File: config.mk
export PLATFORM = sky130hd
export DESIGN_NAME = misaligned_access_ctrl
export DESIGN_NICKNAME = d
export VERILOG_FILES = /design/src/rtl/mem_bus_pkg.sv /design/src/rtl/misaligned_access_ctrl.sv
export SDC_FILE = /design/constraint.sdc
export NUM_CORES = 1
export LEC_CHECK = 0
export ABC_AREA = 1
export BUFFER_PORTS_ARGS = -buffer_cell sky130_fd_sc_hd__buf_4
export CAP_MARGIN = 20
export CORE_MARGIN = 2
export CORE_UTILIZATION = 38
export DETAILED_ROUTE_END_ITERATION = 6
export PLACE_DENSITY = 0.67
export RECOVER_POWER = 100
export SKIP_LAST_GASP = 1
export SYNTH_ARGS = -nofsm -noshare
export SYNTH_HDL_FRONTEND = slang
export SYNTH_SLANG_ARGS = --single-unit
File: constraint.sdc
create_clock -name clk -period 5.9 [get_ports clk]
set_input_delay 1.18 -clock clk [delete_from_list [all_inputs] [get_ports clk]]
set_output_delay 1.18 -clock clk [all_outputs]
set_load 0.01 [all_outputs]
File: src/rtl/mem_bus_pkg.sv
`default_nettype none

package mem_bus_pkg;

    // word memory geometry
    localparam int MEM_WORDS = 256;
    localparam int MEM_IDX_W = $clog2(MEM_WORDS); // word index is addr[MEM_IDX_W+1:2]

    typedef enum logic [1:0] {
        SIZE_B = 2'd0,
        SIZE_H = 2'd1,
        SIZE_W = 2'd2
    } access_size_t;

    typedef enum logic [1:0] {
        FE_LOAD_ACCESS  = 2'd0,
        FE_STORE_ACCESS = 2'd1
    } fault_t;

    // requester side at any byte address
    typedef struct packed {
        logic         valid;
        logic         wen;
        access_size_t size;
        logic [31:0]  addr;
        logic [31:0]  wdata;
    } data_req_t;

    typedef struct packed {
        logic        valid; // one-cycle pulse
        logic        error;
        fault_t      errty;
        logic [31:0] rdata;
    } data_resp_t;

    // memory side with word aligned addresses only
    typedef struct packed {
        logic        valid;
        logic        wen;
        logic [31:0] addr;
        logic [31:0] wdata;
    } mem_req_t;

    typedef struct packed {
        logic        valid;
        logic        error;
        fault_t      errty;
        logic [31:0] rdata;
    } mem_resp_t;

endpackage

`default_nettype wire

File: src/rtl/misaligned_access_ctrl.sv
`timescale 1ns/1ps
`default_nettype none

module misaligned_access_ctrl (
    input  logic                   clk,
    input  logic                   reset,
    input  mem_bus_pkg::data_req_t  dreq,
    output logic                   dreq_ready,
    output mem_bus_pkg::data_resp_t dresp,
    output mem_bus_pkg::mem_req_t   memreq,
    input  logic                   memreq_ready,
    input  mem_bus_pkg::mem_resp_t  memresp
);

    typedef enum logic [3:0] {
        IDLE,
        LD1_REQ,
        LD1_WAIT,
        LD2_REQ,
        LD2_WAIT,
        MERGE,
        ST1_REQ,
        ST1_WAIT,
        ST2_REQ,
        ST2_WAIT,
        RESP
    } state_t;

    state_t                  state;
    mem_bus_pkg::data_req_t  req_q;     // latched request
    logic [31:0]             rdata1_q;
    logic [31:0]             rdata2_q;
    logic [31:0]             wdata1_q;
    logic [31:0]             wdata2_q;
    logic [31:0]             load_q;
    logic                    error_q;
    mem_bus_pkg::fault_t     errty_q;   // last fault seen

    logic [1:0]  byte_off;
    logic [31:0] word_addr;
    logic        split;
    logic [4:0]  shift;
    logic [7:0]  size_mask;
    logic [7:0]  lane_mask;
    logic [63:0] bit_mask;
    logic [63:0] read_window;
    logic [63:0] wdata_shifted;
    logic [63:0] merged;
    logic [31:0] load_word;
    logic        direct_store;

    assign byte_off  = req_q.addr[1:0];
    assign word_addr = {req_q.addr[31:2], 2'b00};

    // word at offset 1..3 or half at offset 3 crosses a word boundary
    assign split = (req_q.size == mem_bus_pkg::SIZE_W && byte_off != 2'd0) ||
                   (req_q.size == mem_bus_pkg::SIZE_H && byte_off == 2'd3);

    // aligned word store needs no read
    assign direct_store = dreq.wen && dreq.size == mem_bus_pkg::SIZE_W &&
                          dreq.addr[1:0] == 2'b00;

    assign shift         = {byte_off, 3'b000};
    assign read_window   = {rdata2_q, rdata1_q}; // little-endian pair
    assign wdata_shifted = {32'h0, req_q.wdata} << shift;
    assign load_word     = 32'(read_window >> shift);

    always_comb begin
        case (req_q.size)
            mem_bus_pkg::SIZE_H: size_mask = 8'h03;
            mem_bus_pkg::SIZE_W: size_mask = 8'h0f;
            default:             size_mask = 8'h01;
        endcase
        lane_mask = size_mask << byte_off;
        for (int i = 0; i < 8; i++) begin
            bit_mask[i*8 +: 8] = {8{lane_mask[i]}};
        end
    end

    assign merged = (read_window & ~bit_mask) | (wdata_shifted & bit_mask);

    assign dreq_ready = (state == IDLE);

    assign memreq.valid = (state == LD1_REQ) || (state == LD2_REQ) ||
                          (state == ST1_REQ) || (state == ST2_REQ);
    assign memreq.wen   = (state == ST1_REQ) || (state == ST2_REQ);
    assign memreq.addr  = (state == LD2_REQ || state == ST2_REQ) ? word_addr + 32'd4
                                                                 : word_addr;
    assign memreq.wdata = (state == ST2_REQ) ? wdata2_q : wdata1_q;

    assign dresp.valid = (state == RESP);
    assign dresp.error = error_q;
    assign dresp.errty = errty_q;
    assign dresp.rdata = load_q;

    always_ff @(posedge clk) begin
        if (reset) begin
            state   <= IDLE;
            error_q <= 1'b0;
            errty_q <= mem_bus_pkg::FE_LOAD_ACCESS;
        end else begin
            case (state)
                IDLE: begin
                    if (dreq.valid) begin
                        error_q <= 1'b0;
                        state   <= direct_store ? ST1_REQ : LD1_REQ;
                    end
                end
                LD1_REQ: begin
                    if (memreq_ready) state <= LD1_WAIT;
                end
                LD1_WAIT: begin
                    if (memresp.valid) begin
                        if (memresp.error) begin
                            error_q <= 1'b1;
                            errty_q <= memresp.errty;
                            state   <= RESP;
                        end else begin
                            state <= split ? LD2_REQ : MERGE;
                        end
                    end
                end
                LD2_REQ: begin
                    if (memreq_ready) state <= LD2_WAIT;
                end
                LD2_WAIT: begin
                    if (memresp.valid) begin
                        if (memresp.error) begin
                            error_q <= 1'b1;
                            errty_q <= memresp.errty;
                            state   <= RESP;
                        end else begin
                            state <= MERGE;
                        end
                    end
                end
                MERGE: begin
                    state <= req_q.wen ? ST1_REQ : RESP;
                end
                ST1_REQ: begin
                    if (memreq_ready) state <= ST1_WAIT;
                end
                ST1_WAIT: begin
                    if (memresp.valid) begin
                        if (memresp.error) begin
                            error_q <= 1'b1;
                            errty_q <= memresp.errty;
                            state   <= RESP;
                        end else begin
                            state <= split ? ST2_REQ : RESP;
                        end
                    end
                end
                ST2_REQ: begin
                    if (memreq_ready) state <= ST2_WAIT;
                end
                ST2_WAIT: begin
                    if (memresp.valid) begin
                        if (memresp.error) begin
                            error_q <= 1'b1;
                            errty_q <= memresp.errty;
                        end
                        state <= RESP; // first word stays written on a fault
                    end
                end
                RESP:    state <= IDLE;
                default: state <= IDLE;
            endcase
        end
    end

    // payload registers
    always_ff @(posedge clk) begin
        if (state == IDLE && dreq.valid) begin
            req_q    <= dreq;
            wdata1_q <= dreq.wdata; // used as is by the direct store
        end
        if (state == LD1_WAIT && memresp.valid) rdata1_q <= memresp.rdata;
        if (state == LD2_WAIT && memresp.valid) rdata2_q <= memresp.rdata;
        if (state == MERGE) begin
            load_q   <= load_word;
            wdata1_q <= merged[31:0];
            wdata2_q <= merged[63:32];
        end
    end

    a_no_memreq_when_idle: assert property (@(posedge clk) disable iff (reset)
        dreq_ready && !dreq.valid |=> !memreq.valid);

    a_dresp_pulse: assert property (@(posedge clk) disable iff (reset)
        dresp.valid |=> !dresp.valid && dreq_ready);

endmodule

`default_nettype wire

=== Word-level counts from Yosys, hierarchy flattened ===
Index checks and enable logic that the tools add are counted.

* Add/sub/neg operators: 1
* Div/mod/pow operators: 0
* Eq/ne operators: 25
* Multiply operators: 0
* Shift operators: 3
* Bitwise gates (word level): 4
* Reductions and logical operators: 22
* Muxes and demuxes: 26
* Magnitude comparators: 0

{| class="wikitable"
|+ Operators with widths
! cell !! count
|-
| $and 64x64->64 || 2
|-
| $mux 32 || 4
|-
| $not 64->64 || 1
|-
| $or 64x64->64 || 1
|-
| $shl 32x5->64 || 1
|-
| $shr 64x5->32 || 1
|-
| $mux 4 || 12
|-
| $pmux 4 s10 || 1
|-
| $add 32x3->32 const B || 1
|-
| $ne 2x2->1 const B || 9
|-
| $eq 4x3->1 const B || 4
|-
| $eq 4x4->1 const B || 3
|-
| $reduce_and 9->1 || 1
|-
| $eq 4x2->1 const B || 2
|-
| $pmux 4 s2 || 1
|-
| $shl 8x2->8 || 1
|-
| $logic_and 1x1->1 || 7
|-
| $eq 2x2->1 const B || 3
|-
| $logic_or 1x1->1 || 6
|-
| $mux 3 || 2
|-
| $reduce_bool 2->1 || 3
|-
| $eq 4x1->1 const B || 1
|-
| $logic_not 4->1 || 1
|-
| $mux 2 || 2
|-
| 8 further kinds || 11
|}

* Register bits after elaboration: 234
* Memories kept: 0
* ROM bits: 0
* Logic and storage cells: 93
* Bits in latches: 0
* Bits in writable memories: 0

=== Longest topological paths before layout ===
* Word-level depth: 7
* Gate-level depth with buffers: 11
* Gate-level depth less buffers: 11

=== Worst setup path before layout ===
No wires, ideal clock.

* Path type: input -> register
* From: input port dreq[67] (netlist bit)
* To: register error_q
* Path buffers: 0
* Arrival: 4.494 ns
* Path slack: 1.290 ns
* Cell stages on the path: 4
* Path through: inv_1 nor2_1 or2_2 nor2_1

* Longest elaborated chain between the ends: 2

{| class="wikitable"
|+ RTL lines
! item !! RTL line !! RTL
|-
| start: declaration || misaligned_access_ctrl.sv:7 || <nowiki>input mem_bus_pkg::data_req_t dreq,</nowiki>
|-
| $ne 2x2->1 (no source line) || -- ||
|-
| $reduce_and 4->1 (no source line) || -- ||
|-
| end signal: assignment || misaligned_access_ctrl.sv:99 || <nowiki>error_q <= 1'b0;</nowiki>
|-
| end signal: assignment || misaligned_access_ctrl.sv:105 || <nowiki>error_q <= 1'b0;</nowiki>
|-
| end signal: assignment || misaligned_access_ctrl.sv:115 || <nowiki>error_q <= 1'b1;</nowiki>
|-
| end: declaration || misaligned_access_ctrl.sv:36 || <nowiki>logic error_q;</nowiki>
|}

Every way passes these cells.
A chain may end at the register's enable or synchronous reset.

==> reports/metrics.sh <==
GRT_REMAINING_OVERFLOW=0
DOMINANTREGCELLSYNTH='edfxtp_1'
NUM_IO_PINS=210
WL_PER_CELL_UM=19.4
VIA_COUNT_OF_THE_FIRST_GLOBAL_ROUTING_PASS=8297
WORST_HOLD_SLACK_NS=0.419
DRT_ITER0_MARKERS=895
CRIT_TYPE='reg -> out'
SLEW_HEADROOM_PCT=-96.0
SYNTH_CELLS=1064
FIN_CRIT_SH_PCT=78.2
VIASPERCELL=5.22
ANTENNA_FOUND_INITIAL=2
CAP_VIOL_MAX_COUNT=6
DRT-PASS1-ITER-COUNT=6
FINAL-INSTANCE-COUNT-EXCL-FILL=1670
NUMBER_OF_H_TREE_LEVELS=1
CP_MAX_FO=36
FINAL_SETUP_VIOLATING_ENDPOINTS=0
STATUS='complete, but fails checks'
POWER.DENSITY_CELL_AREA_nW_PER_UM2=438
TOTAL_DIE_AREA_SQ_UM=30100
POST_CTS_HOLD_BUFFER_COUNT=0
TRITONCTS='done'
DRC=0
CRITPATHMOSTFREQUENTCELL='nand2_1'
CRITPATHLAUNCH='state[0]'
POSTCTSRESIZEDCELLS=0
INSERTION_DELAY_NS=0.53
PLACEMENT_ROWS=62
REG2REG_FROM='byte_off[1]'
FINAL_NETS=1376
GRT_PASS1_WL_UM=48300
CRIT_PATH_START_KIND='flip-flop'
GP_ROUTABILITY_CONGESTION=0.905
HOLD_CLASS='reg -> reg'
STATIC-LEAKAGE-POWER_nW=5.00
SYN-MEAN-INSTANCE-AREA_SQ_UM=10.3
NUMBER_OF_ENABLE_FLIP_FLOP_CELLS_AFTER_SYNTHESIS=227
WORST_CLOCK_SKEW_NS=0.0180
TIMING.CRITICAL_PATH.REQUIRED_NS=4.72
CRITICAL_PATH.MAX_STAGE_DELAY_NS=0.63
GRT_SETUP_UNREPAIRED='false'
TIMING_WORST_SLEW_PIN_VALUE_NS=2.93
CLOCK_TREE.BUFFER_DEPTH=3
CLK_PIN_SLEW_NS=0.06
VIOLATIONS_IN_THE_FINAL_REPORTS='max-capacitance violations, max-slew violations'
DIEWIDTH_UM=174
FINALINSTANCEAREA_SQ_UM=13200
PORT_BUFFERS=207
DIE_HEIGHT_UM=174
NUMBER_OF_VIAS_AFTER_DETAILED_ROUTING=8721
FINAL_HOLD_VIOS=0
PLACEMENT.CELL_AREA_SQ_UM=12900
YOSYS_REGISTER_BITS=234
CORE-AREA_SQ_UM=28500
MOSTFREQUENTLAYOUTCELL='nand2_1'
INITIAL_UTILIZATION_PCT=38.4
CTS.SINKS=234
ANT_NETS=0
WORSTPATHCELLLIST='nor2_1, nand2_4, nand2_1, nand2_1, nor2_1, nand2_1, nor2_1, nand2_1, nand2_1, nand2_1, buf_4'
TIMING.HOLD.WORST.START='rdata2_q[24]'
SETUP.REG_TO_REG.WORST_SLACK_NS=1.30
SYN_TO_FINAL_GROWTH_PCT=20.4
FINAL_CELL_MIX='323 x nand2_1, 227 x edfxtp_1, 153 x clkbuf_1'
YOSYSWARNINGCOUNT=0
FMAXACHIEVABLE_GHz=0.217
POST-CTS-SETUP-BUFFERS=0
SETUP_TOTAL_NEGATIVE_SLACK_NS=0
CTS_BUFFERS=26
CTS_ROOT_BUF='clkbuf_16'
CRITPATHCAPTURETYPE='output pin'
OVERALL_GLOBAL_ROUTING_USAGE_PCT=20.8
ROUTED_WL_UM=32400
SYNTHARSTFLOPSHARE_PCT=0
FINAL_LAYOUT_SIZE_SUFFIX_GT1_SHARE_PCT=9.58
YS_SEQ_AREA_SHARE_PCT=63.7
NUMPLACEDINSTANCES=1619
PERIOD_MINUS_SLACK_NS=4.61
POST_SYNTH_INSTANCE_AREA_SQ_UM=10900
SYNTH.LIB_CELLS_USED.DISTINCT=38
PEAKVDDDROP_uV=235
CPMAXSTAGEDELAYCELL='nand2_1'
ARRIVAL_TIME_AT_THE_WORST_ENDPOINT_NS=3.43
DP_HPWL_UM=22500
MAXSLEWVIOLCOUNT=196
GRT_START_MAX_NET_PINS=65
NUM-FILL-CELLS=2794
kinds of logic (layout without fill, tap and decap cells):
logic type | Yosys count | count (layout) | share of synthesized area, %
AO/OA/AOI/OAI | 216 | 216 | 10.8
XOR/XNOR | 22 | 22 | 1.83
adder cells (fa/ha/maj) | 4 | 4 | 0.458
buffers and inverters | 114 | 333 | 4.36
flip-flops | 234 | 234 | 63.7
multiplexers | 13 | 13 | 1.19
other | 1 | 4 | 0.0343
AND/OR/NAND/NOR | 460 | 460 | 17.6
layout make-up:
class | instances | area (sq um) | area share [%]
clock buffers | 28 | 679 | 5.17
flip-flops and latches | 234 | 6960 | 52.9
repair buffers | 217 | 1070 | 8.12
well taps | 384 | 480 | 3.65
clock inverters | 19 | 279 | 2.12
diodes | 2 | 5.00 | 0.0381
multi-input cells | 717 | 3420 | 26.0
inverters | 69 | 259 | 1.97
power by group:
part	switching, mW	internal, mW	leakage, nW
clock	0.696	1.11	0.459
combinational	1.13	0.439	2.39
sequential	0.173	2.21	2.15
critical path: cells and delay by family (launching register included):
| kind | cells | cell delay (ns) |
|---|---|---|
| buf+inv | 1 | 0.13 |
| flops | 1 | 0.36 |
| simple gates | 10 | 2.42 |
final timing paths:
path                  end  cells after the start
max reg2reg  wdata1_q[20]                      8
max            memreq[56]                     11
min          wdata2_q[24]                      0
min reg2reg  wdata2_q[24]                      0
state kept, by name, summed over array words and instances (netlist names):
signal	flops
wdata1_q	32
wdata2_q	32
state	4
byte_off	2
rdata2_q	32
req_q	65
rdata1_q	32
error_q	1
errty_q	2
load_q	32
per-stage QoR:
stage	utilization, %	total power, mW	setup WS [ns]
2_1_floorplan	-	3.37	1.29
3_3_place_gp	45.1	4.09	2.62
3_5_place_dp	45.2	4.12	2.55
4_1_cts	48.5	5.93	1.97
5_1_grt	46.2	6.05	0.911
6_report	46.2	5.76	1.29
synth_stat cells, types with 4 or more instances:
| master | count | share of area (%) |
|---|---|---|
| nand2_4 | 4 | 0.41 |
| a21oi_1 | 61 | 2.8 |
| clkbuf_1 | 15 | 0.52 |
| a22oi_1 | 24 | 1.6 |
| buf_2 | 24 | 1.1 |
| buf_4 | 5 | 0.34 |
| xnor2_1 | 8 | 0.64 |
| nand2_1 | 320 | 11 |
| inv_2 | 4 | 0.14 |
| nor3_1 | 12 | 0.55 |
| ha_1 | 4 | 0.46 |
| xor2_1 | 13 | 1.0 |
| nor2_2 | 6 | 0.34 |
| nor2_1 | 71 | 2.4 |
| nand3_1 | 21 | 0.96 |
| nand4_1 | 11 | 0.63 |
| dfxtp_1 | 7 | 1.3 |
| o22ai_1 | 16 | 0.92 |
| mux2i_1 | 13 | 1.2 |
| inv_1 | 64 | 2.2 |
| o21ai_0 | 107 | 4.9 |
| edfxtp_1 | 227 | 62 |
metal layers:
metal  part of all wire, %  global-route usage (%)  up-vias
li1                      -                       -     4084
met1                    43                    29.0     4124
met4                   3.3                    7.52        0
met3                   9.6                    4.47       58
met5                     0                       0        -
met2                    44                    32.3      455
(Power assumes the default switching activity.)
