--- config.mk ---
export PLATFORM = sky130hd
export DESIGN_NAME = guard_regs
export DESIGN_NICKNAME = d
export VERILOG_FILES = /design/src/rtl/guard_pkg.sv /design/src/rtl/guard_regs.sv
export SDC_FILE = /design/constraint.sdc
export NUM_CORES = 1
export LEC_CHECK = 0
export ABC_AREA = 1
export CORE_MARGIN = 2
export CORE_UTILIZATION = 60
export DETAILED_ROUTE_END_ITERATION = 8
export DONT_BUFFER_PORTS = 1
export HOLD_SLACK_MARGIN = 0.06
export PLACE_DENSITY = 0.75
export SYNTH_ARGS = -nofsm -noshare
export SYNTH_HDL_FRONTEND = slang
export SYNTH_SLANG_ARGS = --single-unit
--- constraint.sdc ---
create_clock -name clk -period 1.04 [get_ports clk]
set_clock_uncertainty 0.1 [all_clocks]
set_input_delay 0.104 -clock clk [delete_from_list [all_inputs] [get_ports clk]]
set_output_delay 0.104 -clock clk [all_outputs]
set_load 0.05 [all_outputs]
--- src/rtl/guard_pkg.sv ---
`default_nettype none

package guard_pkg;

    // offsets on the 2-bit config address
    localparam logic [1:0] GUARD_REG_BASE  = 2'd0;
    localparam logic [1:0] GUARD_REG_LIMIT = 2'd1;
    localparam logic [1:0] GUARD_REG_MODE  = 2'd2;

    typedef struct packed {
        logic [7:0] base;        // first protected word index
        logic [7:0] limit;       // last protected word index included
        logic       enable;
        logic       block_reads; // loads fault too
    } guard_cfg_t;

    localparam guard_cfg_t GUARD_CFG_RESET = '{
        base:        8'd0,
        limit:       8'd0,
        enable:      1'b0,
        block_reads: 1'b0
    };

endpackage

`default_nettype wire

--- src/rtl/guard_regs.sv ---
`timescale 1ns/1ps
`default_nettype none

module guard_regs (
    input  logic                  clk,
    input  logic                  reset,
    input  logic                  cfg_wen,
    input  logic [1:0]            cfg_addr,
    input  logic [31:0]           cfg_wdata,
    output logic [31:0]           cfg_rdata,
    output guard_pkg::guard_cfg_t guard_cfg
);

    guard_pkg::guard_cfg_t cfg_q;

    assign guard_cfg = cfg_q;

    always_ff @(posedge clk) begin
        if (reset) begin
            cfg_q <= guard_pkg::GUARD_CFG_RESET;
        end else if (cfg_wen) begin
            case (cfg_addr)
                guard_pkg::GUARD_REG_BASE:  cfg_q.base  <= cfg_wdata[7:0];
                guard_pkg::GUARD_REG_LIMIT: cfg_q.limit <= cfg_wdata[7:0];
                guard_pkg::GUARD_REG_MODE: begin
                    cfg_q.enable      <= cfg_wdata[0];
                    cfg_q.block_reads <= cfg_wdata[1];
                end
                default: ; // offset 3 has no register
            endcase
        end
    end

    // unused bits read as zero
    always_comb begin
        case (cfg_addr)
            guard_pkg::GUARD_REG_BASE:  cfg_rdata = {24'h0, cfg_q.base};
            guard_pkg::GUARD_REG_LIMIT: cfg_rdata = {24'h0, cfg_q.limit};
            guard_pkg::GUARD_REG_MODE:  cfg_rdata = {30'h0, cfg_q.block_reads, cfg_q.enable};
            default:                    cfg_rdata = 32'h0;
        endcase
    end

endmodule

`default_nettype wire

==> metrics.cfg, run 1 <==
[placement]
place.gp.congestion = 0.842
pre_cts_slack_ns = 0.0496
placedInstanceArea_um2 = 1340
dp_hpwl_um = 1730
port_buffers = 0

[synth]
synthTopCellsByArea = dfxtp_1, buf_4, nand2_1
syn_area_um2 = 1090
ys_ff_latch = 18
synthDistinctLibCells = 18
syn_avg_cell_area_um2 = 6.65
synth_edf_count = 0
synth_most_common_cell = nand2_1
synth_top_area_frac = 0.330
synth_common_cells = nand2_1, nor2_1, buf_4
yosys.area.top_type = dfxtp_1
ys_async_sr_fraction = 0
syn_inst = 164
ys_dominant_reg_cell = dfxtp_1
synth.yosys.seq_area_share = 0.330
yosysWarnings = 0

[floorplan]
top_level_ports = 87
die_h_um = 46.6
chipWidth_um = 46.6
initial_core_util = 0.632
fp-row-count = 15

[cts]
cts_root_buffer = clkbuf_4
numCtsBuffers = 3
clkSinkCount = 18
cts_max_level = 1
clk_path_buf_depth = 2

[status]
stop_stage = 5_1_grt
status = did not finish
error_line = [ERROR GRT-0232] Routing congestion too high. Check the congestion heatmap in the GUI.

[grt]
grt_max_degree = 19
grt_usage = 0.667
globalRouteOverflowTotal = 6

[sta]
worstEndpointGrtRepair = cfg_rdata[0]
worst-ep-kind = output port

-- routing by layer --
layer | overflow | GRT usage
met4 | 3 | 0.733
met5 | 0 | 0.171
met1 | 0 | 0.626
met3 | 0 | 0.490
met2 | 3 | 0.856
-- what timing repair did --
item                                   CTS
setup buffers                            5
pin swaps                                7
setup endpoints to repair               23
gates resized for setup                 33
endpoints found under the hold margin   18
hold buffers                             9
-- logic make-up after synthesis --
family,count (synthesis),share of synthesized area
AND/OR/NAND/NOR,78,0.305
buffers and inverters,51,0.283
AO/OA/AOI/OAI,16,0.0780
other,1,0.00344
flip-flops,18,0.330
-- metrics by stage --
step / util / hold slack (ns) / cells
2_1_floorplan: - / 0.138 / 187
3_3_place_gp: 0.778 / 0.141 / 214
3_5_place_dp: 0.778 / 0.146 / 214
4_1_cts: 0.927 / -0.149 / 232
==> run 2, diff against run 1 <==
--- a/config.mk
+++ b/config.mk
@@ -6,12 +6,11 @@
 export NUM_CORES = 1
 export LEC_CHECK = 0
 export ABC_AREA = 1
-export CORE_MARGIN = 2
-export CORE_UTILIZATION = 60
+export CORE_AREA = 2 2 63 65
 export DETAILED_ROUTE_END_ITERATION = 8
+export DIE_AREA = 0 0 65 67
 export DONT_BUFFER_PORTS = 1
-export HOLD_SLACK_MARGIN = 0.06
-export PLACE_DENSITY = 0.75
+export PLACE_DENSITY_LB_ADDON = 0.15
 export SYNTH_ARGS = -nofsm -noshare
 export SYNTH_HDL_FRONTEND = slang
 export SYNTH_SLANG_ARGS = --single-unit
==> metrics.cfg, run 2 <==
[status]
status = finished, violations left  ; was did not finish
violations = negative setup slack

[synth]
yosys.area.top_type = dfxtp_1  ; unchanged
ys_ff_latch = 18  ; unchanged
synthTopCellsByArea = dfxtp_1, buf_4, nand2_1  ; unchanged
synth_common_cells = nand2_1, nor2_1, buf_4  ; unchanged
synth_edf_count = 0  ; unchanged
synth.yosys.seq_area_share = 0.330  ; unchanged
syn_inst = 164  ; unchanged
synthDistinctLibCells = 18  ; unchanged
synth_top_area_frac = 0.330  ; unchanged
ys_async_sr_fraction = 0  ; unchanged
ys_dominant_reg_cell = dfxtp_1  ; unchanged
syn_avg_cell_area_um2 = 6.65  ; unchanged
yosysWarnings = 0  ; unchanged
syn_area_um2 = 1090  ; unchanged
synth_most_common_cell = nand2_1  ; unchanged

[worst_setup_path]
criticalPathCategory = reg2out
timing.rr.end = guard_cfg[0]$_SDFFE_PP0P_
crit_path_start_kind = register
cp.arrival_ns = 1.03
reg2reg_slack_ns = 0.10
reg2reg_depth = 5
regToRegStartpoint = guard_cfg[0]$_SDFFE_PP0P_
crit_fanout = 2
required_ns = 0.84
endpoint_kind = output pin

[cts]
cts_root_buffer = clkbuf_8  ; was clkbuf_4
clkSinkCount = 18  ; unchanged
clk_path_buf_depth = 2  ; unchanged
numCtsBuffers = 3  ; unchanged
insertion_delay_ns = 0.26
cts_max_level = 1  ; unchanged
cts_tree = done
path_clk_slew_ns = 0.07

[power_and_ir_drop]
p_per_area_nw_per_um2 = 1250
leakagePower_nw = 0.827
power.share.sequential = 0.367
power_frac_comb = 0.350
p_sw_frac = 0.383
peakVddDrop_mv = 0.913
p_sw_uw = 790
intPower_mw = 1.27
power_mw = 2.06
pwr-share-clk = 0.283

[sta]
fmax_mhz = 811
rsz0062_at_grt = true
period_needed_ns = 1.23
fin_crit_sh = 1.19
setup_viol = 11
hold_viol = 0
finalMaxSlewViolations = 0
worstMarginPinSlew_ns = 0.592
finalWorstSetupSlack_ns = -0.194
setup_tns_ns = -1.04
maxSlewHeadroom = 0.605

[min_path]
hold_path.startpoint = cfg_wen
min_path_type = in2reg
min_path_cells = 3
hold_end = guard_cfg[1]$_SDFFE_PP0P_

[finish]
area_growth_pct = 51.8
fin_cells = 254
mostFrequentLayoutCells = nand2_1, nor2_1, conb_1
final_common_cell = nand2_1
num-fill-cells = 390
drive_above_1_share = 0.374
final_nets = 244
final-seq-area_um2 = 389
multi_input_area_um2 = 556
largest_register_ffs = 18
antenna_cells = 0

[grt]
grt_max_degree = 19
grt_usage = 0.124
grt_pass1_vias = 900
globalRouteOverflowTotal = 0
antenna_found_initial = 0
grt_pass1_wl_um = 4040

[floorplan]
die_h_um = 67  ; was 46.6 um
fp-row-count = 22  ; was 15
core_area_um2 = 3610
chipWidth_um = 65  ; was 46.6 um
initial_core_util = 0.303  ; was 0.632
dieArea_um2 = 4360
top_level_ports = 87  ; unchanged

[flow_run]
drv_cap = 0

[placement]
dp_hpwl_um = 1870  ; was 1730 um
placedCellCount = 235  ; was 214
place.gp.congestion = 0.799  ; was 0.842
port_buffers = 0  ; unchanged

[detailed_routing]
wl_um = 2740
vias = 1029
routed_via_density = 4.05
wl_per_cell_um = 10.8
drtIter0Drc = 40
drc_errors = 0
antenna_left = 0
first_pass_iters = 3

-- run 2: layout make-up --
cell class	instances	share of cell area
flip-flops and latches	18	0.235
clock buffers	4	0.0332
multi-input cells	118	0.335
inverters	21	0.0476
repair buffers	45	0.313
well taps	48	0.0363
-- run 2: worst max path at each step --
stage / cells past startpoint / endpoint / slack [ns] / startpoint
floorplan: 2 / cfg_rdata[0] / -0.42 / guard_cfg[2]$_SDFFE_PP0P_
global placement: 5 / cfg_rdata[2] / 0.08 / cfg_addr[1]
detailed placement: 5 / cfg_rdata[2] / 0.08 / cfg_addr[1]
CTS: 3 / cfg_rdata[1] / -0.20 / guard_cfg[3]$_SDFFE_PP0P_
global route: 3 / cfg_rdata[0] / -0.28 / guard_cfg[2]$_SDFFE_PP0P_
finish: 3 / cfg_rdata[1] / -0.19 / guard_cfg[3]$_SDFFE_PP0P_
-- run 2: logic make-up after synthesis --
group,synth area share
simple gates,0.305
buf+inv,0.283
flops,0.330
compound gates,0.0780
other cells,0.00344
-- run 2: power by group through the flow --
stage | combinational, mW | sequential, mW | clock, mW
4_1_cts | 0.697 | 0.752 | 0.618
6_report | 0.722 | 0.757 | 0.585
3_3_place_gp | 0.624 | 0.763 | 0
3_5_place_dp | 0.630 | 0.764 | 0
2_1_floorplan | 0.453 | 0.888 | 0
5_1_grt | 0.760 | 0.762 | 0.667
-- run 2: metal layers --
| layer | GRT usage | vias to the layer above | routed length (um) |
|---|---|---|---|
| li1 | - | 538 | - |
| met1 | 0.136 | 451 | 1160 |
| met2 | 0.223 | 36 | 1340 |
| met3 | 0.0422 | 4 | 211 |
| met4 | 0.0399 | 0 | 28 |
| met5 | 0 | - | 0 |
-- run 2: stage by stage --
step / instance area [um2] / setup slack, ns / util / hold WS (ns)
after floorplan: 1230 / -0.423 / - / 0.138
after global placement: 1370 / 0.0802 / 0.380 / 0.142
after global routing: 1660 / -0.275 / 0.459 / 0.0664
final: 1660 / -0.194 / 0.459 / 0.0492
after detailed placement: 1370 / 0.0800 / 0.380 / 0.150
after CTS: 1580 / -0.202 / 0.439 / 0.0472
-- run 2: worst max-delay path, cell delays in order (launching register included) --
cell and delay [ns]:
dfxtp_4 0.35, inv_2 0.03, o211ai_1 0.16, buf_4 0.23
-- run 2: what timing repair did --
action                                 4_1_cts  5_1_grt
endpoints found under the hold margin       18        0
resized for setup                           15       20
hold buffers                                 9        0
pin swaps                                    5        0
setup endpoints to repair                   14       26
setup buffers                                6        0
No activity file was read; power rests on OpenSTA's default activity.
==> run 3, diff against run 2 <==
--- a/config.mk
+++ b/config.mk
@@ -7,9 +7,11 @@
 export LEC_CHECK = 0
 export ABC_AREA = 1
 export CORE_AREA = 2 2 63 65
+export CTS_CLUSTER_DIAMETER = 120
 export DETAILED_ROUTE_END_ITERATION = 8
 export DIE_AREA = 0 0 65 67
 export DONT_BUFFER_PORTS = 1
+export MAX_ROUTING_LAYER = met4
 export PLACE_DENSITY_LB_ADDON = 0.15
 export SYNTH_ARGS = -nofsm -noshare
 export SYNTH_HDL_FRONTEND = slang
==> metrics.cfg, run 3 (synthesis gave the netlist of run 2 again) <==
[sta]
setup_viol = 10  ; was 11
hold_viol = 0  ; unchanged
finalMaxSlewViolations = 0  ; unchanged
fin_crit_sh = 1.20  ; was 1.19
period_needed_ns = 1.25  ; was 1.23 ns
fmax_mhz = 803  ; was 811 MHz
finalWorstSetupSlack_ns = -0.205  ; was -0.194 ns
setup_tns_ns = -1.01  ; was -1.04 ns
rsz0062_at_grt = true  ; unchanged
worstMarginPinSlew_ns = 0.604  ; was 0.592 ns
maxSlewHeadroom = 0.597  ; was 0.605

[finish]
drive_above_1_share = 0.374  ; unchanged
post-route-util = 0.459  ; unchanged
area_growth_pct = 51.8  ; unchanged
final_nets = 244  ; unchanged
final_common_cell = nand2_1  ; unchanged
largest_register_ffs = 18  ; unchanged
num-fill-cells = 390  ; unchanged
antenna_cells = 0  ; unchanged
mostFrequentLayoutCells = nand2_1, nor2_1, conb_1  ; unchanged
fin_cells = 254  ; unchanged
stdcell_area_um2 = 1660  ; unchanged

[grt]
grt_pass1_vias = 899  ; was 900
grt_max_degree = 19  ; unchanged
grt_most_used_layer = met2  ; unchanged
grtUsageMet1 = 0.138  ; was 0.136
globalRouteOverflowTotal = 0  ; unchanged
met2_usage = 0.223  ; unchanged
grt_pass1_wl_um = 4040  ; unchanged
grt_usage = 0.127  ; was 0.124
use_met3 = 0.0389  ; was 0.0422
antenna_found_initial = 0  ; unchanged

[worst_setup_path]
path_delay_family = flip-flops  ; unchanged
slowest_delay_ns = 0.35  ; about the same
endpoint_kind = output pin  ; unchanged
crit_fanout = 2  ; unchanged
criticalPathCategory = reg2out  ; unchanged
crit_slowest_cell = dfxtp_4  ; unchanged
cp.arrival_ns = 1.04  ; was 1.03 ns
crit_path_start_kind = register  ; unchanged
critPathBufInv = 2  ; unchanged
path_cells = inv_2 > o211ai_1 > buf_4  ; unchanged
required_ns = 0.84  ; about the same

[floorplan]
die_h_um = 67  ; unchanged
initial_core_util = 0.303  ; unchanged
top_level_ports = 87  ; unchanged
chipWidth_um = 65  ; unchanged
dieArea_um2 = 4360  ; unchanged
core_area_um2 = 3610  ; unchanged
fp-row-count = 22  ; unchanged

[placement]
place.gp.congestion = 0.811  ; was 0.799
port_buffers = 0  ; unchanged
dp_hpwl_um = 1870  ; unchanged
placedCellCount = 235  ; unchanged
placedInstanceArea_um2 = 1370  ; unchanged
pre_cts_slack_ns = 0.0800  ; unchanged

[cts]
path_clk_slew_ns = 0.07  ; about the same
numCtsBuffers = 3  ; unchanged
clkSinkCount = 18  ; unchanged
cts_max_level = 1  ; unchanged
clk_path_buf_depth = 2  ; unchanged
cts_root_buffer = clkbuf_8  ; unchanged
insertion_delay_ns = 0.25  ; was 0.26 ns
cts_tree = done  ; unchanged

[power_and_ir_drop]
p_per_area_nw_per_um2 = 1240  ; was 1250 nW/um2
leakagePower_nw = 0.827  ; unchanged
peakVddDrop_mv = 0.901  ; was 0.913 mV

[detailed_routing]
drtIter0Drc = 44  ; was 40
first_pass_iters = 3  ; unchanged
wl_um = 2740  ; unchanged
wl_per_cell_um = 10.8  ; unchanged
routed_via_density = 4.04  ; was 4.05
antenna_left = 0  ; unchanged
vias = 1026  ; was 1029
drc_errors = 0  ; unchanged

[status]
violations = negative setup slack  ; unchanged
status = finished, violations left  ; unchanged

[min_path]
min_path_type = in2reg  ; unchanged

[flow_run]
drv_cap = 0  ; unchanged

==> run 3: cell counts in the layout (fill, tap and decap cells not counted) <==
Identical to the previous run, type by type.
==> run 3: layout make-up <==
class / count / area, um2 / share of cell area
multi-input cells: 118 / 556 / 0.335
clock buffers: 4 / 55.1 / 0.0332
well taps: 48 / 60.1 / 0.0363
flip-flops and latches: 18 / 389 / 0.235
repair buffers: 45 / 518 / 0.313
inverters: 21 / 78.8 / 0.0476
==> run 3: report_power, final <==
part / internal (mW) / switching, mW
clock network: 0.336 / 0.240
registers: 0.728 / 0.0289
logic: 0.208 / 0.514
total: 1.27 / 0.783
==> run 3: per-stage QoR <==
step	power, mW	hold slack, ns
finish	2.05	0.0542
global route	2.19	0.0664
detailed placement	1.39	0.150
floorplan	1.34	0.138
CTS	2.07	0.0472
global placement	1.39	0.142
==> run 3: what timing repair did <==
| item | CTS | global route |
|---|---|---|
| endpoints found under the setup margin | 14 | 26 |
| gates resized for setup | 15 | 20 |
| buffers inserted | 6 | 0 |
| endpoints found under the hold margin | 18 | 0 |
| hold buffers | 9 | 0 |
| pin swaps | 5 | 0 |
==> run 3: worst paths after layout <==
path	from	slack, ns	end	cells past startpoint
setup reg to reg	guard_cfg[0]$_SDFFE_PP0P_	0.10	guard_cfg[0]$_SDFFE_PP0P_	5
hold reg to reg	guard_cfg[12]$_SDFFE_PP0P_	0.40	guard_cfg[12]$_SDFFE_PP0P_	2
setup / recovery	guard_cfg[3]$_SDFFE_PP0P_	-0.21	cfg_rdata[1]	3
hold / removal	cfg_wen	0.05	guard_cfg[1]$_SDFFE_PP0P_	3
==> run 3: worst register-to-register path, delay by kind of cell, from the launching register on <==
family | cells | cell delay, ns
and+or+nand+nor | 3 | 0.19
buffers and inverters | 2 | 0.25
DFF | 1 | 0.33
==> run 3: metal layers <==
metal,part of all wire,up-vias
met5,0,-
met4,0.0077,0
met3,0.068,2
met2,0.49,36
met1,0.43,449
li1,-,539
==> run 4, diff against run 3 <==
==> constraint.sdc (replaced) <==
create_clock -name clk -period 1.1 [get_ports clk]
set_clock_uncertainty 0.1 [all_clocks]
set_input_delay 0.11 -clock clk [delete_from_list [all_inputs] [get_ports clk]]
set_output_delay 0.11 -clock clk [all_outputs]
set_load 0.05 [all_outputs]
==> metrics.cfg, run 4 (synthesis gave the netlist of run 2 again) <==
[status]
status = finished, violations left  ; unchanged
violations = negative setup slack  ; unchanged

[detailed_routing]
antenna_left = 0  ; unchanged
routed_via_density = 4.09  ; was 4.04
vias = 1068  ; was 1026
drc_errors = 0  ; unchanged
drtIter0Drc = 51  ; was 44
wl_um = 2760  ; was 2740 um
wl_per_cell_um = 10.6  ; was 10.8 um
first_pass_iters = 4  ; was 3

[grt]
grt_pass1_vias = 967  ; was 899
grt_usage = 0.133  ; was 0.127
grt_max_degree = 19  ; unchanged
antenna_found_initial = 0  ; unchanged
grt_pass1_wl_um = 4310  ; was 4040 um
globalRouteOverflowTotal = 0  ; unchanged

[cts]
cts_root_buffer = clkbuf_8  ; unchanged
clk_path_buf_depth = 2  ; unchanged
cts_max_level = 1  ; unchanged
path_clk_slew_ns = 0.07  ; about the same
clkSinkCount = 18  ; unchanged
numCtsBuffers = 3  ; unchanged
insertion_delay_ns = 0.25  ; about the same
cts_tree = done  ; unchanged

[finish]
antenna_cells = 0  ; unchanged
num-fill-cells = 381  ; was 390
area_growth_pct = 52.8  ; was 51.8%
largest_register_ffs = 18  ; unchanged
stdcell_area_um2 = 1670  ; was 1660 um2
drive_above_1_share = 0.371  ; was 0.374
final_common_cell = nand2_1  ; unchanged
post-route-util = 0.462  ; was 0.459
final_nets = 251  ; was 244
mostFrequentLayoutCells = nand2_1, buf_4, nor2_1  ; was nand2_1, nor2_1, conb_1
fin_cells = 261  ; was 254

[sta]
worstMarginPinSlew_ns = 0.592  ; was 0.604 ns
setup_tns_ns = -0.581  ; was -1.01 ns
finalWorstSetupSlack_ns = -0.162  ; was -0.205 ns
period_needed_ns = 1.26
rsz0062_at_grt = true  ; unchanged
fmax_mhz = 792
setup_viol = 8  ; was 10
hold_viol = 0  ; unchanged
maxSlewHeadroom = 0.605  ; was 0.597
fin_hold_ws_ns = 0.00423  ; was 0.0542 ns
fin_crit_sh = 1.15
finalMaxSlewViolations = 0  ; unchanged

[worst_setup_path]
path_delay_family = flip-flops  ; unchanged
critPathBufInv = 2  ; unchanged
crit_slowest_cell = dfxtp_4  ; unchanged
cp.arrival_ns = 1.05  ; was 1.04 ns
endpoint_kind = output pin  ; unchanged
required_ns = 0.89  ; was 0.84 ns
reg2reg_slack_ns = 0.13  ; was 0.10 ns
criticalPathCategory = reg2out  ; unchanged
crit_fanout = 2  ; unchanged
path_cells = inv_2 > o211ai_1 > buf_4  ; unchanged
crit_path_start_kind = register  ; unchanged
slowest_delay_ns = 0.35  ; about the same

[floorplan]
top_level_ports = 87  ; unchanged
die_h_um = 67  ; unchanged
core_area_um2 = 3610  ; unchanged
fp-row-count = 22  ; unchanged
initial_core_util = 0.303  ; unchanged
dieArea_um2 = 4360  ; unchanged
chipWidth_um = 65  ; unchanged

[power_and_ir_drop]
power_mw = 1.94  ; was 2.05 mW
leakagePower_nw = 0.847  ; was 0.827 nW
p_per_area_nw_per_um2 = 1170  ; was 1240 nW/um2
peakVddDrop_mv = 0.417  ; was 0.901 mV

[placement]
port_buffers = 0  ; unchanged
pre_cts_slack_ns = 0.0871  ; was 0.0800 ns
place.gp.congestion = 0.793  ; was 0.811
placedCellCount = 235  ; unchanged
dp_hpwl_um = 1790  ; was 1870 um
placedInstanceArea_um2 = 1360  ; was 1370 um2

[flow_run]
drv_cap = 0  ; unchanged

[min_path]
min_path_type = in2reg  ; unchanged

==> run 4: cell type report <==
type,instances,area (um2),share of cell area
flip-flops and latches,18,387,0.232
multi-input cells,118,561,0.336
inverters,21,81.3,0.0488
clock buffers,4,55.1,0.0330
repair buffers,52,523,0.314
well taps,48,60.1,0.0360
==> run 4: worst paths after layout <==
check | start | cells past startpoint | end
max | guard_cfg[3]$_SDFFE_PP0P_ | 3 | cfg_rdata[1]
min | cfg_addr[0] | 3 | guard_cfg[10]$_SDFFE_PP0P_
max reg2reg | guard_cfg[8]$_SDFFE_PP0P_ | 6 | guard_cfg[8]$_SDFFE_PP0P_
min reg2reg | guard_cfg[16]$_SDFFE_PP0P_ | 2 | guard_cfg[16]$_SDFFE_PP0P_
==> run 4: timing repair <==
action	CTS	global route
setup buffers	9	2
pin swaps	6	1
endpoints found under the hold margin	18	0
resized for setup	15	11
setup endpoints to repair	8	19
hold buffers	11	0
==> run 4: power by group <==
part	internal [mW]	leakage [nW]	switching, mW
combinational	0.195	0.664	0.489
clock	0.318	0.0288	0.229
sequential	0.687	0.154	0.0259
==> run 4: worst register-to-register path: stages, from the launching register on <==
cell and delay [ns]:
dfxtp_4 0.36, inv_4 0.04, buf_4 0.12, buf_4 0.12, nand2_2 0.05, nand2_1 0.05
nor2_1 0.07
==> run 4: layer usage <==
| metal | vias to the layer above | global-route usage | part of all wire |
|---|---|---|---|
| met5 | - | - | 0 |
| li1 | 551 | - | - |
| met2 | 45 | 0.206 | 0.48 |
| met3 | 2 | 0.0287 | 0.086 |
| met4 | 0 | 0.0638 | 0.0069 |
| met1 | 470 | 0.165 | 0.43 |
